<file path="config.mk">
export PLATFORM = sky130hd
export DESIGN_NAME = instr_decode
export DESIGN_NICKNAME = d
export VERILOG_FILES = /design/src/common/rv_pkg.sv /design/src/core/instr_decode.sv
export SDC_FILE = /design/constraint.sdc
export NUM_CORES = 1
export LEC_CHECK = 0
export BUFFER_PORTS_ARGS = -buffer_cell sky130_fd_sc_hd__buf_2
export CAP_MARGIN = 10
export CORE_UTILIZATION = 36
export DETAILED_ROUTE_END_ITERATION = 16
export GPL_TIMING_DRIVEN = 0
export PLACE_DENSITY_LB_ADDON = 0.15
export SKIP_LAST_GASP = 1
export SLEW_MARGIN = 15
export SYNTH_ARGS = -nofsm -noshare
export SYNTH_HDL_FRONTEND = slang
export SYNTH_SLANG_ARGS = --single-unit
</file>
<file path="constraint.sdc">
create_clock -name vclk -period 1.7
set_input_delay 0.085 -clock vclk [all_inputs]
set_output_delay 0.085 -clock vclk [all_outputs]
set_load 0.02 [all_outputs]
</file>
<file path="src/common/rv_pkg.sv">
`default_nettype none

package rv_pkg;

  localparam int xlen       = 32;
  localparam int reg_addr_w = 5;

  localparam logic [xlen-1:0] reset_pc = 32'h0000_3000;

  // major opcodes of the supported subset
  typedef enum logic [6:0] {
    op_reg    = 7'b0110011,  // add sub
    op_imm    = 7'b0010011,  // addi slli
    op_load   = 7'b0000011,
    op_store  = 7'b0100011,
    op_branch = 7'b1100011,  // beq bltu
    op_auipc  = 7'b0010111,
    op_jal    = 7'b1101111
  } opcode_e;

  // control codes, same numbering as the old CTL register
  typedef enum logic [3:0] {
    alu_nop   = 4'h0,
    alu_add   = 4'h1,
    alu_sub   = 4'h2,
    alu_auipc = 4'h3,
    alu_lw    = 4'h4,
    alu_sw    = 4'h5,
    alu_beq   = 4'h6,
    alu_bltu  = 4'h7,
    alu_jal   = 4'h8,
    alu_slli  = 4'h9,
    alu_addi  = 4'ha
  } alu_op_e;

  localparam logic [2:0] f3_add  = 3'b000;
  localparam logic [2:0] f3_sll  = 3'b001;
  localparam logic [2:0] f3_word = 3'b010;
  localparam logic [2:0] f3_beq  = 3'b000;
  localparam logic [2:0] f3_bltu = 3'b110;

endpackage

`default_nettype wire

</file>
<file path="src/core/instr_decode.sv">
`timescale 1ns/1ns
`default_nettype none

module instr_decode import rv_pkg::*; (
  input  wire logic [xlen-1:0]       instr,
  output logic      [reg_addr_w-1:0] rs1,
  output logic      [reg_addr_w-1:0] rs2,
  output logic      [reg_addr_w-1:0] rd,
  output logic      [xlen-1:0]       imm,
  output alu_op_e                    alu_op,
  output logic                       rf_we,
  output logic                       dm_we
);

  opcode_e          opcode;
  logic [2:0]       funct3;
  logic [xlen-1:0]  imm_i;
  logic [xlen-1:0]  imm_s;
  logic [xlen-1:0]  imm_b;
  logic [xlen-1:0]  imm_u;
  logic [xlen-1:0]  imm_j;

  assign opcode = opcode_e'(instr[6:0]);
  assign funct3 = instr[14:12];

  assign rs1 = instr[19:15];
  assign rs2 = instr[24:20];
  assign rd  = instr[11:7];

  // sign extended immediates, one per format
  assign imm_i = {{21{instr[31]}}, instr[30:20]};
  assign imm_s = {{21{instr[31]}}, instr[30:25], instr[11:7]};
  assign imm_b = {{20{instr[31]}}, instr[7], instr[30:25], instr[11:8], 1'b0};
  assign imm_u = {instr[31:12], 12'h000};
  assign imm_j = {{12{instr[31]}}, instr[19:12], instr[20], instr[30:21], 1'b0};

  always_comb begin
    alu_op = alu_nop;
    imm    = '0;
    rf_we  = 1'b0;
    dm_we  = 1'b0;
    case (opcode)
      op_reg: begin
        if (funct3 == f3_add) begin
          alu_op = instr[30] ? alu_sub : alu_add;
          rf_we  = 1'b1;
        end
      end
      op_imm: begin
        imm = imm_i;
        if (funct3 == f3_add) begin
          alu_op = alu_addi;
          rf_we  = 1'b1;
        end else if (funct3 == f3_sll) begin
          alu_op = alu_slli;  // shamt sits in imm[4:0]
          rf_we  = 1'b1;
        end
      end
      op_load: begin
        imm = imm_i;
        if (funct3 == f3_word) begin
          alu_op = alu_lw;
          rf_we  = 1'b1;
        end
      end
      op_store: begin
        imm = imm_s;
        if (funct3 == f3_word) begin
          alu_op = alu_sw;
          dm_we  = 1'b1;
        end
      end
      op_branch: begin
        imm = imm_b;
        if (funct3 == f3_beq) begin
          alu_op = alu_beq;
        end else if (funct3 == f3_bltu) begin
          alu_op = alu_bltu;
        end
      end
      op_auipc: begin
        imm    = imm_u;
        alu_op = alu_auipc;
        rf_we  = 1'b1;
      end
      op_jal: begin
        imm    = imm_j;
        alu_op = alu_jal;
        rf_we  = 1'b1;  // link in rd
      end
      default: begin
        alu_op = alu_nop;  // unknown opcode just steps pc
      end
    endcase
  end

endmodule

`default_nettype wire

</file>
Word level (Yosys, flattened, before mapping)
Index checks and enable logic that the tools add are counted.
{"block": "word_totals", "register_bits": 0, "latch_bits": 0, "mem_bits_rw": 0, "mem_bits_ro": 0, "out_inout_bits": 53, "mem_count": 0}
{"block": "classes", "addsub": 0, "mul": 0, "n_div": 0, "n_lt_le_gt_ge": 0, "n_eq_ne": 10, "shifts": 0, "muxes": 16, "n_bitwise": 0, "reduce_logical": 3}
{"op": "case mux 32 bit (5 select lines)", "count": 1}
{"op": "case mux 4 bit (7 select lines)", "count": 1}
{"op": "equality test 7 x 5 -> 1 bit, second input constant", "count": 2}
{"op": "equality test 7 x 6 -> 1 bit, second input constant", "count": 2}
{"op": "equality test 7 bit, second input constant", "count": 2}
{"op": "2-to-1 mux 3 bit", "count": 4}
{"op": "2-to-1 mux 4 bit", "count": 2}
{"op": "equality test 7 x 2 -> 1 bit, second input constant", "count": 1}
{"op": "2-to-1 mux 1 bit", "count": 5}
{"op": "2-to-1 mux 2 bit", "count": 2}
{"op": "case mux 1 bit (4 select lines)", "count": 1}
{"op": "OR reduction 2 bit", "count": 2}
{"op": "equality test 3 x 1 -> 1 bit, second input constant", "count": 1}
{"op": "equality test 3 x 2 -> 1 bit, second input constant", "count": 1}
{"op": "equality test 3 bit, second input constant", "count": 1}
{"op": "logical NOT 3 bit", "count": 1}

Longest topological paths before layout
Gate-level depths: netlist (run 1).
{"block": "depth", "word_depth": 4, "depth_mapped": 6, "mapped_depth_nobuf": 4}

Worst setup path after synthesis (run 1)
Ideal clock, no wire load.
{"block": "synth_path", "path_type": "in2out", "from": "in instr[12]", "to": "out alu_op[0]", "arrival_ps": 1759, "setup_slack_ps": -144, "stages": 5, "n_path_buf": 1, "path_cell_list": "clkbuf_1 -> or4bb_1 -> nor4_1 -> nor2_1 -> nand3_1"}
{"block": "synth_between", "elab_chain_cells": 4, "elab_cells_between_ends": 11, "cone_classes": "eq/ne: 3; mux: 7; reduce/logical: 1"}
{"element": "start: declaration", "line_no": "instr_decode.sv:5", "text": "input wire logic [xlen-1:0] instr,"}
{"element": "equality test 3 bit or equality test 3 x 1 -> 1 bit (tied branches)", "line_no": "instr_decode.sv:77, instr_decode.sv:54"}
{"element": "2-to-1 mux 3 bit or 2-to-1 mux 4 bit (tied branches)", "line_no": "instr_decode.sv:77, instr_decode.sv:54"}
{"element": "2-to-1 mux 3 bit or 2-to-1 mux 4 bit (tied branches)", "line_no": "instr_decode.sv:75, instr_decode.sv:51"}
{"element": "case mux 4 bit (7 select lines) (*)", "line_no": "instr_decode.sv:42", "text": "case (opcode)"}
{"element": "end: declaration", "line_no": "instr_decode.sv:10", "text": "output alu_op_e alu_op,"}
Mark *: on every way between the ends. The rest lies on a longest branch, timed or not.

Worst setup path after layout (run 1)
{"block": "layout_path", "from": "in instr[2]", "to": "out alu_op[0]"}
{"block": "layout_between", "elab_chain_cells": 2, "elab_cells_between_ends": 8, "cone_classes": "eq/ne: 7; mux: 1"}
{"element": "equality test 7 bit, or another cell as far along", "line_no": "instr_decode.sv:42"}
{"element": "case mux 4 bit (7 select lines) (*)", "line_no": "instr_decode.sv:42"}
Marked as above.

==> results.yml, run 1 <==
route:
  via_per_inst: 5.00
  wire_per_inst_um: 11.5
  vias: 1079
  drc: 0
  drt_wl_total_um: 2480
  dr.first_iter.drc_count: 17
  ant_nets: 0
  drtPass1Iterations: 4
placed_design:
  dp_hpwl_um: 2080
  placed_area_um2: 1220
  gp_congestion: 0.775
  port_buffers: 83
setup_path:
  cp_top_family: "simple AND/OR/NAND/NOR gates"
  critical_path_buf_inv_count: 3
  crit_path_max_incr_delay_ns: 0.49
  cp_max_fo: 9
  critPathCaptureType: "primary output"
  cpMaxStageDelayCell: "or4_4"
  cp_data_arrival_time_ns: 1.51
  worst_ep_required_time_ns: 1.62
  critical_path.cell_chain: "buf_2, nand4bb_1, buf_6, or4_4, or2_0, nand3_1, buf_4"
  worstSetupPathType: "in -> out"
  startpoint_type: "input pin"
run:
  cap_violations: 0
synth:
  synth.top_cells.by_count: "a21o_1, buf_4, and2_1"
  synth_cells: 106
  synth_most_common_cell: "a21o_1"
  synth_top_cell_area_share: 0.187
  synth_largest_area_cell: "a21o_1"
  ys_seq_area_frac: 0
  synth_area_leaders: "a21o_1, buf_4, and2_1, a22o_1, buf_6"
  synth_area_per_cell_um2: 7.21
  yosys.cell_types.count: 35
  synth_fp_nets: 138
  ys_warn_count: 0
  synth_area_um2: 764
layout:
  drive_gt1_frac: 0.593
  design.seq.count: 0
  final_net_count: 223
  n_fill_cell: 191
  final_area_um2: 1250
  seq_area_um2: 0
  clock_buffers: 0
  multi_input_area_um2: 622
  syn_to_final_growth_pct: 63.7
  antennaDiodeCount: 0
grt:
  antenna_found_initial: 0
  grt-busiest-layer: "met2"
  track_usage: 0.198
  use_met2: 0.405
  use_met1: 0.235
  grtUsageMet3: 0.00377
  grt_pass1_vias: 858
  grt_pass1_wl_um: 3480
  grt_overflow: 0
  grt_max_degree: 11
timing:
  max_freq_ghz: 0.626
  fin_tns_setup_ns: 0
  rsz0062_at_grt: "no"
  period_needed_ns: 1.60
  final_max_slew_viol_count: 0
  finalSetupViolCount: 0
  slew_headroom: 0.655
  worstMarginPinSlew_ns: 0.513
  hold_viol_final: 0
  fin_crit_sh: 0.940
  hold_ws_ns: 0.489
power_and_ir_drop:
  vdd_ir_drop_max_mv: 0.121
  p_switching_uw: 124
  p_seq_frac: 0
  p_leak_uw: 0.000856
  switching_share: 0.549
  cell_internal_pwr_uw: 102
  power.total_uw: 226
  pwr-share-comb: 1.000
  p_clk_frac: 0
  powerDensity_nw_per_um2: 181
status:
  status: "completed"
die:
  start_util: 0.386
  io_pins: 85
  die_w_um: 48.1
  coreArea_um2: 1980
  rows: 16
  die_area_um2: 2310
  die_h_um: 48.1
worst_hold_path:
  hold_class: "in -> out"
-- layout make-up --
cell class / count / share of cell area
plain buffers: 23 / 0.136
multi-input cells: 82 / 0.497
well taps: 27 / 0.0270
repair buffers: 84 / 0.340
-- layer usage --
metal  vias up  share of wire
li1        542              -
met1       486           0.42
met2        51           0.49
met3         0          0.081
met4         0              0
met5         -              0
-- tightest hold or removal path: stages --
cell and delay (ns):
buf_2 0.08, buf_4 0.09, buf_2 0.15
-- cell families (layout without fill, tap and decap cells) --
logic type      after synthesis  in the layout  synth area share
mux                           3              3            0.0393
compound gates               34             34             0.352
xor+xnor                      1              1            0.0115
simple gates                 44             44             0.370
buf+inv                      24            107             0.227
-- cells in the final DEF (no fill, tap or decap), types with 4 or more instances in the layout --
master and instances:
a21o_1 19, a22o_1 4, and2_1 9, buf_2 83, buf_4 18, nand2_1 4
nor2b_1 4
-- what timing repair did --
| item | CTS | global route |
|---|---|---|
| setup endpoints to repair | 17 | 20 |
| endpoints found under the hold margin | 0 | 0 |
| gates resized for setup | 2 | 3 |
| pin swaps | 0 | 1 |
| gates cloned | 0 | 0 |
| setup buffers | 0 | 1 |
| hold buffers | 0 | 0 |
-- final timing paths --
check | startpoint | to | slack (ns) | cells past startpoint
min | instr[19] | rs1[4] | 0.49 | 3
max | instr[2] | alu_op[0] | 0.10 | 7
-- through the flow --
| step | worst slack [ns] | instances | utilization |
|---|---|---|---|
| after floorplan | 0.120 | 106 | - |
| after global placement | -0.0454 | 216 | 0.616 |
| after detailed placement | -0.108 | 216 | 0.616 |
| after CTS | 0.0423 | 216 | 0.624 |
| after global routing | 0.0117 | 216 | 0.631 |
| final | 0.103 | 216 | 0.631 |
-- power groups by stage --
stage                     logic (uW)  registers, uW  clock network [uW]
after floorplan                  131              0                   0
after global placement           214              0                   0
after detailed placement         220              0                   0
after CTS                        224              0                   0
after global routing             247              0                   0
final                            226              0                   0
No activity file was read; power rests on OpenSTA's default activity.
==> run 2, diff against run 1 <==
Settings changed: CORE_UTILIZATION 36 to 33.
Clock period 1.7 ns to 1.42 ns, I/O delays scaled along.
==> results.yml, run 2 (synthesis results as in run 1) <==
status:
  status: "finished, violations left"
  violations: "negative setup slack"
route:
  dr.first_iter.drc_count: 24
  vias: 1153
  drt_wl_total_um: 2950
  drtPass1Iterations: 4
  ant_nets: 0
  via_per_inst: 5.01
  drc: 0
  wire_per_inst_um: 12.8
die:
  die_area_um2: 2510
  rows: 17
  die_h_um: 50.1
  coreArea_um2: 2190
  start_util: 0.349
  die_w_um: 50.1
  io_pins: 85
timing:
  max_freq_ghz: 0.672
  finalSetupViolCount: 14
  rsz0062_at_grt: "yes"
  final_max_slew_viol_count: 0
  fin_tns_setup_ns: -0.554
  hold_ws_ns: 0.457
  worstMarginPinSlew_ns: 0.466
  fin_crit_sh: 1.05
  layout_setup_ws_ns: -0.0692
  slew_headroom: 0.688
  period_needed_ns: 1.49
  hold_viol_final: 0
setup_path:
  cp_max_fo: 8
  cp-startpoint: "instr[3]"
  cpMaxStageDelayCell: "or4_4"
  startpoint_type: "input pin"
  worst_ep_required_time_ns: 1.35
  crit_end: "alu_op[0]"
  critical_path.cell_chain: "buf_8, nand4bb_1, buf_6, or4_4, or2_0, nand3_1, buf_6"
  cp_top_family: "simple AND/OR/NAND/NOR gates"
  critPathCaptureType: "primary output"
  cpMostUsedCell: "buf_6"
  critical_path_buf_inv_count: 3
  worstSetupPathType: "in -> out"
  crit_path_max_incr_delay_ns: 0.44
  cp_data_arrival_time_ns: 1.42
  path_depth: 7
layout:
  clock_buffers: 0
  design.seq.count: 0
  layout_commonest_cell: "buf_2"
  seq_area_um2: 0
  antennaDiodeCount: 0
  instances_no_fill: 230
  syn_to_final_growth_pct: 100
  final_net_count: 236
  final_area_um2: 1530
  mostFrequentLayoutCells: "buf_2, buf_4, buf_6"
  final_core_util: 0.700
  drive_gt1_frac: 0.658
power_and_ir_drop:
  powerDensity_nw_per_um2: 208
  vdd_ir_drop_max_mv: 0.133
  p_leak_uw: 0.000959
placed_design:
  placed_area_um2: 1230
  dp_cells: 217
  gp_congestion: 0.717
  port_buffers: 83
  dp_hpwl_um: 2080
grt:
  antenna_found_initial: 0
  grt_pass1_wl_um: 4250
  grt_pass1_vias: 1015
  track_usage: 0.203
  grt_overflow: 0
  grt_max_degree: 11
worst_hold_path:
  hold_class: "in -> out"
run:
  cap_violations: 0
cts:
  cts_hold_buf: 0
## run 2: changes by cell type in the layout (fill, tap and decap cells not counted), sizes merged
| cell | previous run | this run |
|---|---|---|
| a21oi | 3 | 4 |
| buf | 104 | 116 |
## run 2: what timing repair did
| action | CTS | global route |
|---|---|---|
| resized for setup | 31 | 24 |
| buffers inserted | 8 | 3 |
| cloned | 1 | 2 |
| pin swaps | 8 | 12 |
| setup endpoints to repair | 36 | 30 |
## run 2: area by class of cell
| class | instances | area, um^2 |
|---|---|---|
| Multi-Input combinational cell | 83 | 679 |
| Buffer | 23 | 184 |
| Fill cell | 191 | 658 |
| Timing Repair Buffer | 96 | 634 |
| Tap cell | 28 | 35.0 |
## run 2: power by group
part / switching [uW] / internal (uW)
clock network: 0 / 0
registers: 0 / 0
logic: 164 / 155
## run 2: per-layer routing
metal / share of wire / vias up / GRT usage
met1: 0.40 / 516 / 0.234
met4: 0.014 / 0 / 0.0381
li1: - / 574 / -
met2: 0.53 / 59 / 0.396
met5: 0 / - / 0
met3: 0.060 / 4 / 0.0212
## run 2: worst min-delay path by stage
stage | start | to | slack (ns) | cells past startpoint
after detailed placement | instr[8] | rd[1] | 0.46 | 3
after floorplan | instr[7] | rd[0] | 0.25 | 1
after global routing | instr[28] | imm[28] | 0.47 | 3
final | instr[25] | imm[25] | 0.46 | 3
after CTS | instr[28] | imm[28] | 0.46 | 3
after global placement | instr[16] | rs1[1] | 0.46 | 3
## run 2: metrics by stage
| step | setup WS [ns] | total power (uW) |
|---|---|---|
| after floorplan | -0.0226 | 160 |
| after global placement | -0.314 | 260 |
| after detailed placement | -0.335 | 266 |
| after CTS | -0.0693 | 298 |
| after global routing | -0.105 | 341 |
| final | -0.0692 | 320 |
==> run 3, diff against run 2 <==
Settings changed: CORE_MARGIN from default to 2, CORE_UTILIZATION 33 to 36.
Clock period 1.42 ns to 1.6 ns, I/O delays scaled along.
==> results.yml, run 3 (synthesis results as in run 1) <==
timing:
  fin_crit_sh: 0.987
  period_needed_ns: 1.58
  fin_tns_setup_ns: 0
  worstMarginPinSlew_ns: 0.517
  hold_viol_final: 0
  hold_ws_ns: 0.477
  max_freq_ghz: 0.634
  final_max_slew_viol_count: 0
  rsz0062_at_grt: "yes"
  finalSetupViolCount: 0
  slew_headroom: 0.653
layout:
  drive_gt1_frac: 0.613
  final_area_um2: 1290
  syn_to_final_growth_pct: 68.6
  instances_no_fill: 221
  clock_buffers: 0
  multi_input_area_um2: 623
  mostFrequentLayoutCells: "buf_2, buf_4, a21o_1"
  design.seq.count: 0
  seq_area_um2: 0
  layout_commonest_cell: "buf_2"
  antennaDiodeCount: 0
  n_fill_cell: 177
  final_net_count: 228
setup_path:
  worstSetupPathType: "in -> out"
  cp_data_arrival_time_ns: 1.50
  worst_ep_required_time_ns: 1.52
  startpoint_type: "input pin"
  cp_max_fo: 9
  critPathCaptureType: "primary output"
route:
  met2_length_um: 1300
  drc: 0
  ant_nets: 0
  via_per_inst: 5.04
  vias: 1113
  dr.first_iter.drc_count: 8
  drtPass1Iterations: 4
  wire_per_inst_um: 11.8
  wl_met3_um: 281
  top_layer: "met4"
  drt_wl_total_um: 2600
  detail_route.wirelength.met1_um: 1010
die:
  die_w_um: 50.1
  die_area_um2: 2510
  die_h_um: 50.1
  io_pins: 85
  coreArea_um2: 1980
  rows: 16
  start_util: 0.386
grt:
  grt_overflow: 0
  grt_max_degree: 11
  track_usage: 0.195
  antenna_found_initial: 0
  grt_pass1_wl_um: 4150
  grt_pass1_vias: 979
placed_design:
  port_buffers: 83
  dp_hpwl_um: 2090
  dp_cells: 216
  gp_congestion: 0.783
  placed_area_um2: 1220
power_and_ir_drop:
  vdd_ir_drop_max_mv: 0.133
  powerDensity_nw_per_um2: 188
  p_leak_uw: 0.000887
worst_hold_path:
  hold_class: "in -> out"
run:
  cap_violations: 0
status:
  status: "completed"
-- run 3: cell count changes in the layout (fill, tap and decap cells not counted), sizes merged --
cell   previous run  this run
a21oi             4         3
buf             116       109
-- run 3: cell type report --
class                           count  area share
Buffer                             23       0.133
Multi-Input combinational cell     82       0.483
Tap cell                           27      0.0262
Timing Repair Buffer               89       0.357
-- run 3: what timing repair did --
item | in CTS | in global routing
gates cloned | 0 | 1
gates resized for setup | 5 | 3
setup endpoints to repair | 17 | 23
hold buffers | 0 | 0
buffers inserted | 0 | 5
pin swaps | 1 | 3
-- run 3: metrics by stage --
stage / utilization / total power, uW / setup WS (ns)
2_1_floorplan: - / 140 / 0.0303
6_report: 0.650 / 243 / 0.0215
5_1_grt: 0.650 / 262 / -0.0526
3_3_place_gp: 0.616 / 229 / -0.135
3_5_place_dp: 0.616 / 233 / -0.162
4_1_cts: 0.629 / 239 / 0.00248
-- run 3: final timing paths --
kind	start	slack (ns)	cells after the start	to
worst max-delay path	instr[3]	0.02	6	alu_op[1]
worst min-delay path	instr[16]	0.48	3	rs1[1]
-- run 3: power by group --
group	switching (uW)	internal, uW	total [uW]
clock network	0	0	0
registers	0	0	0
logic	133	110	243
total	133	110	243
-- run 3: worst max-delay path, cell delays in order --
cell and delay, ns:
buf_2 0.13, nand4bb_1 0.19, buf_6 0.16, or4_4 0.50, o31ai_1 0.23, buf_2 0.20
-- run 3: metal layers --
metal,global-route usage,vias up
met5,0,-
met4,0.0231,0
met3,0.0152,2
met2,0.368,65
met1,0.241,494
li1,-,552
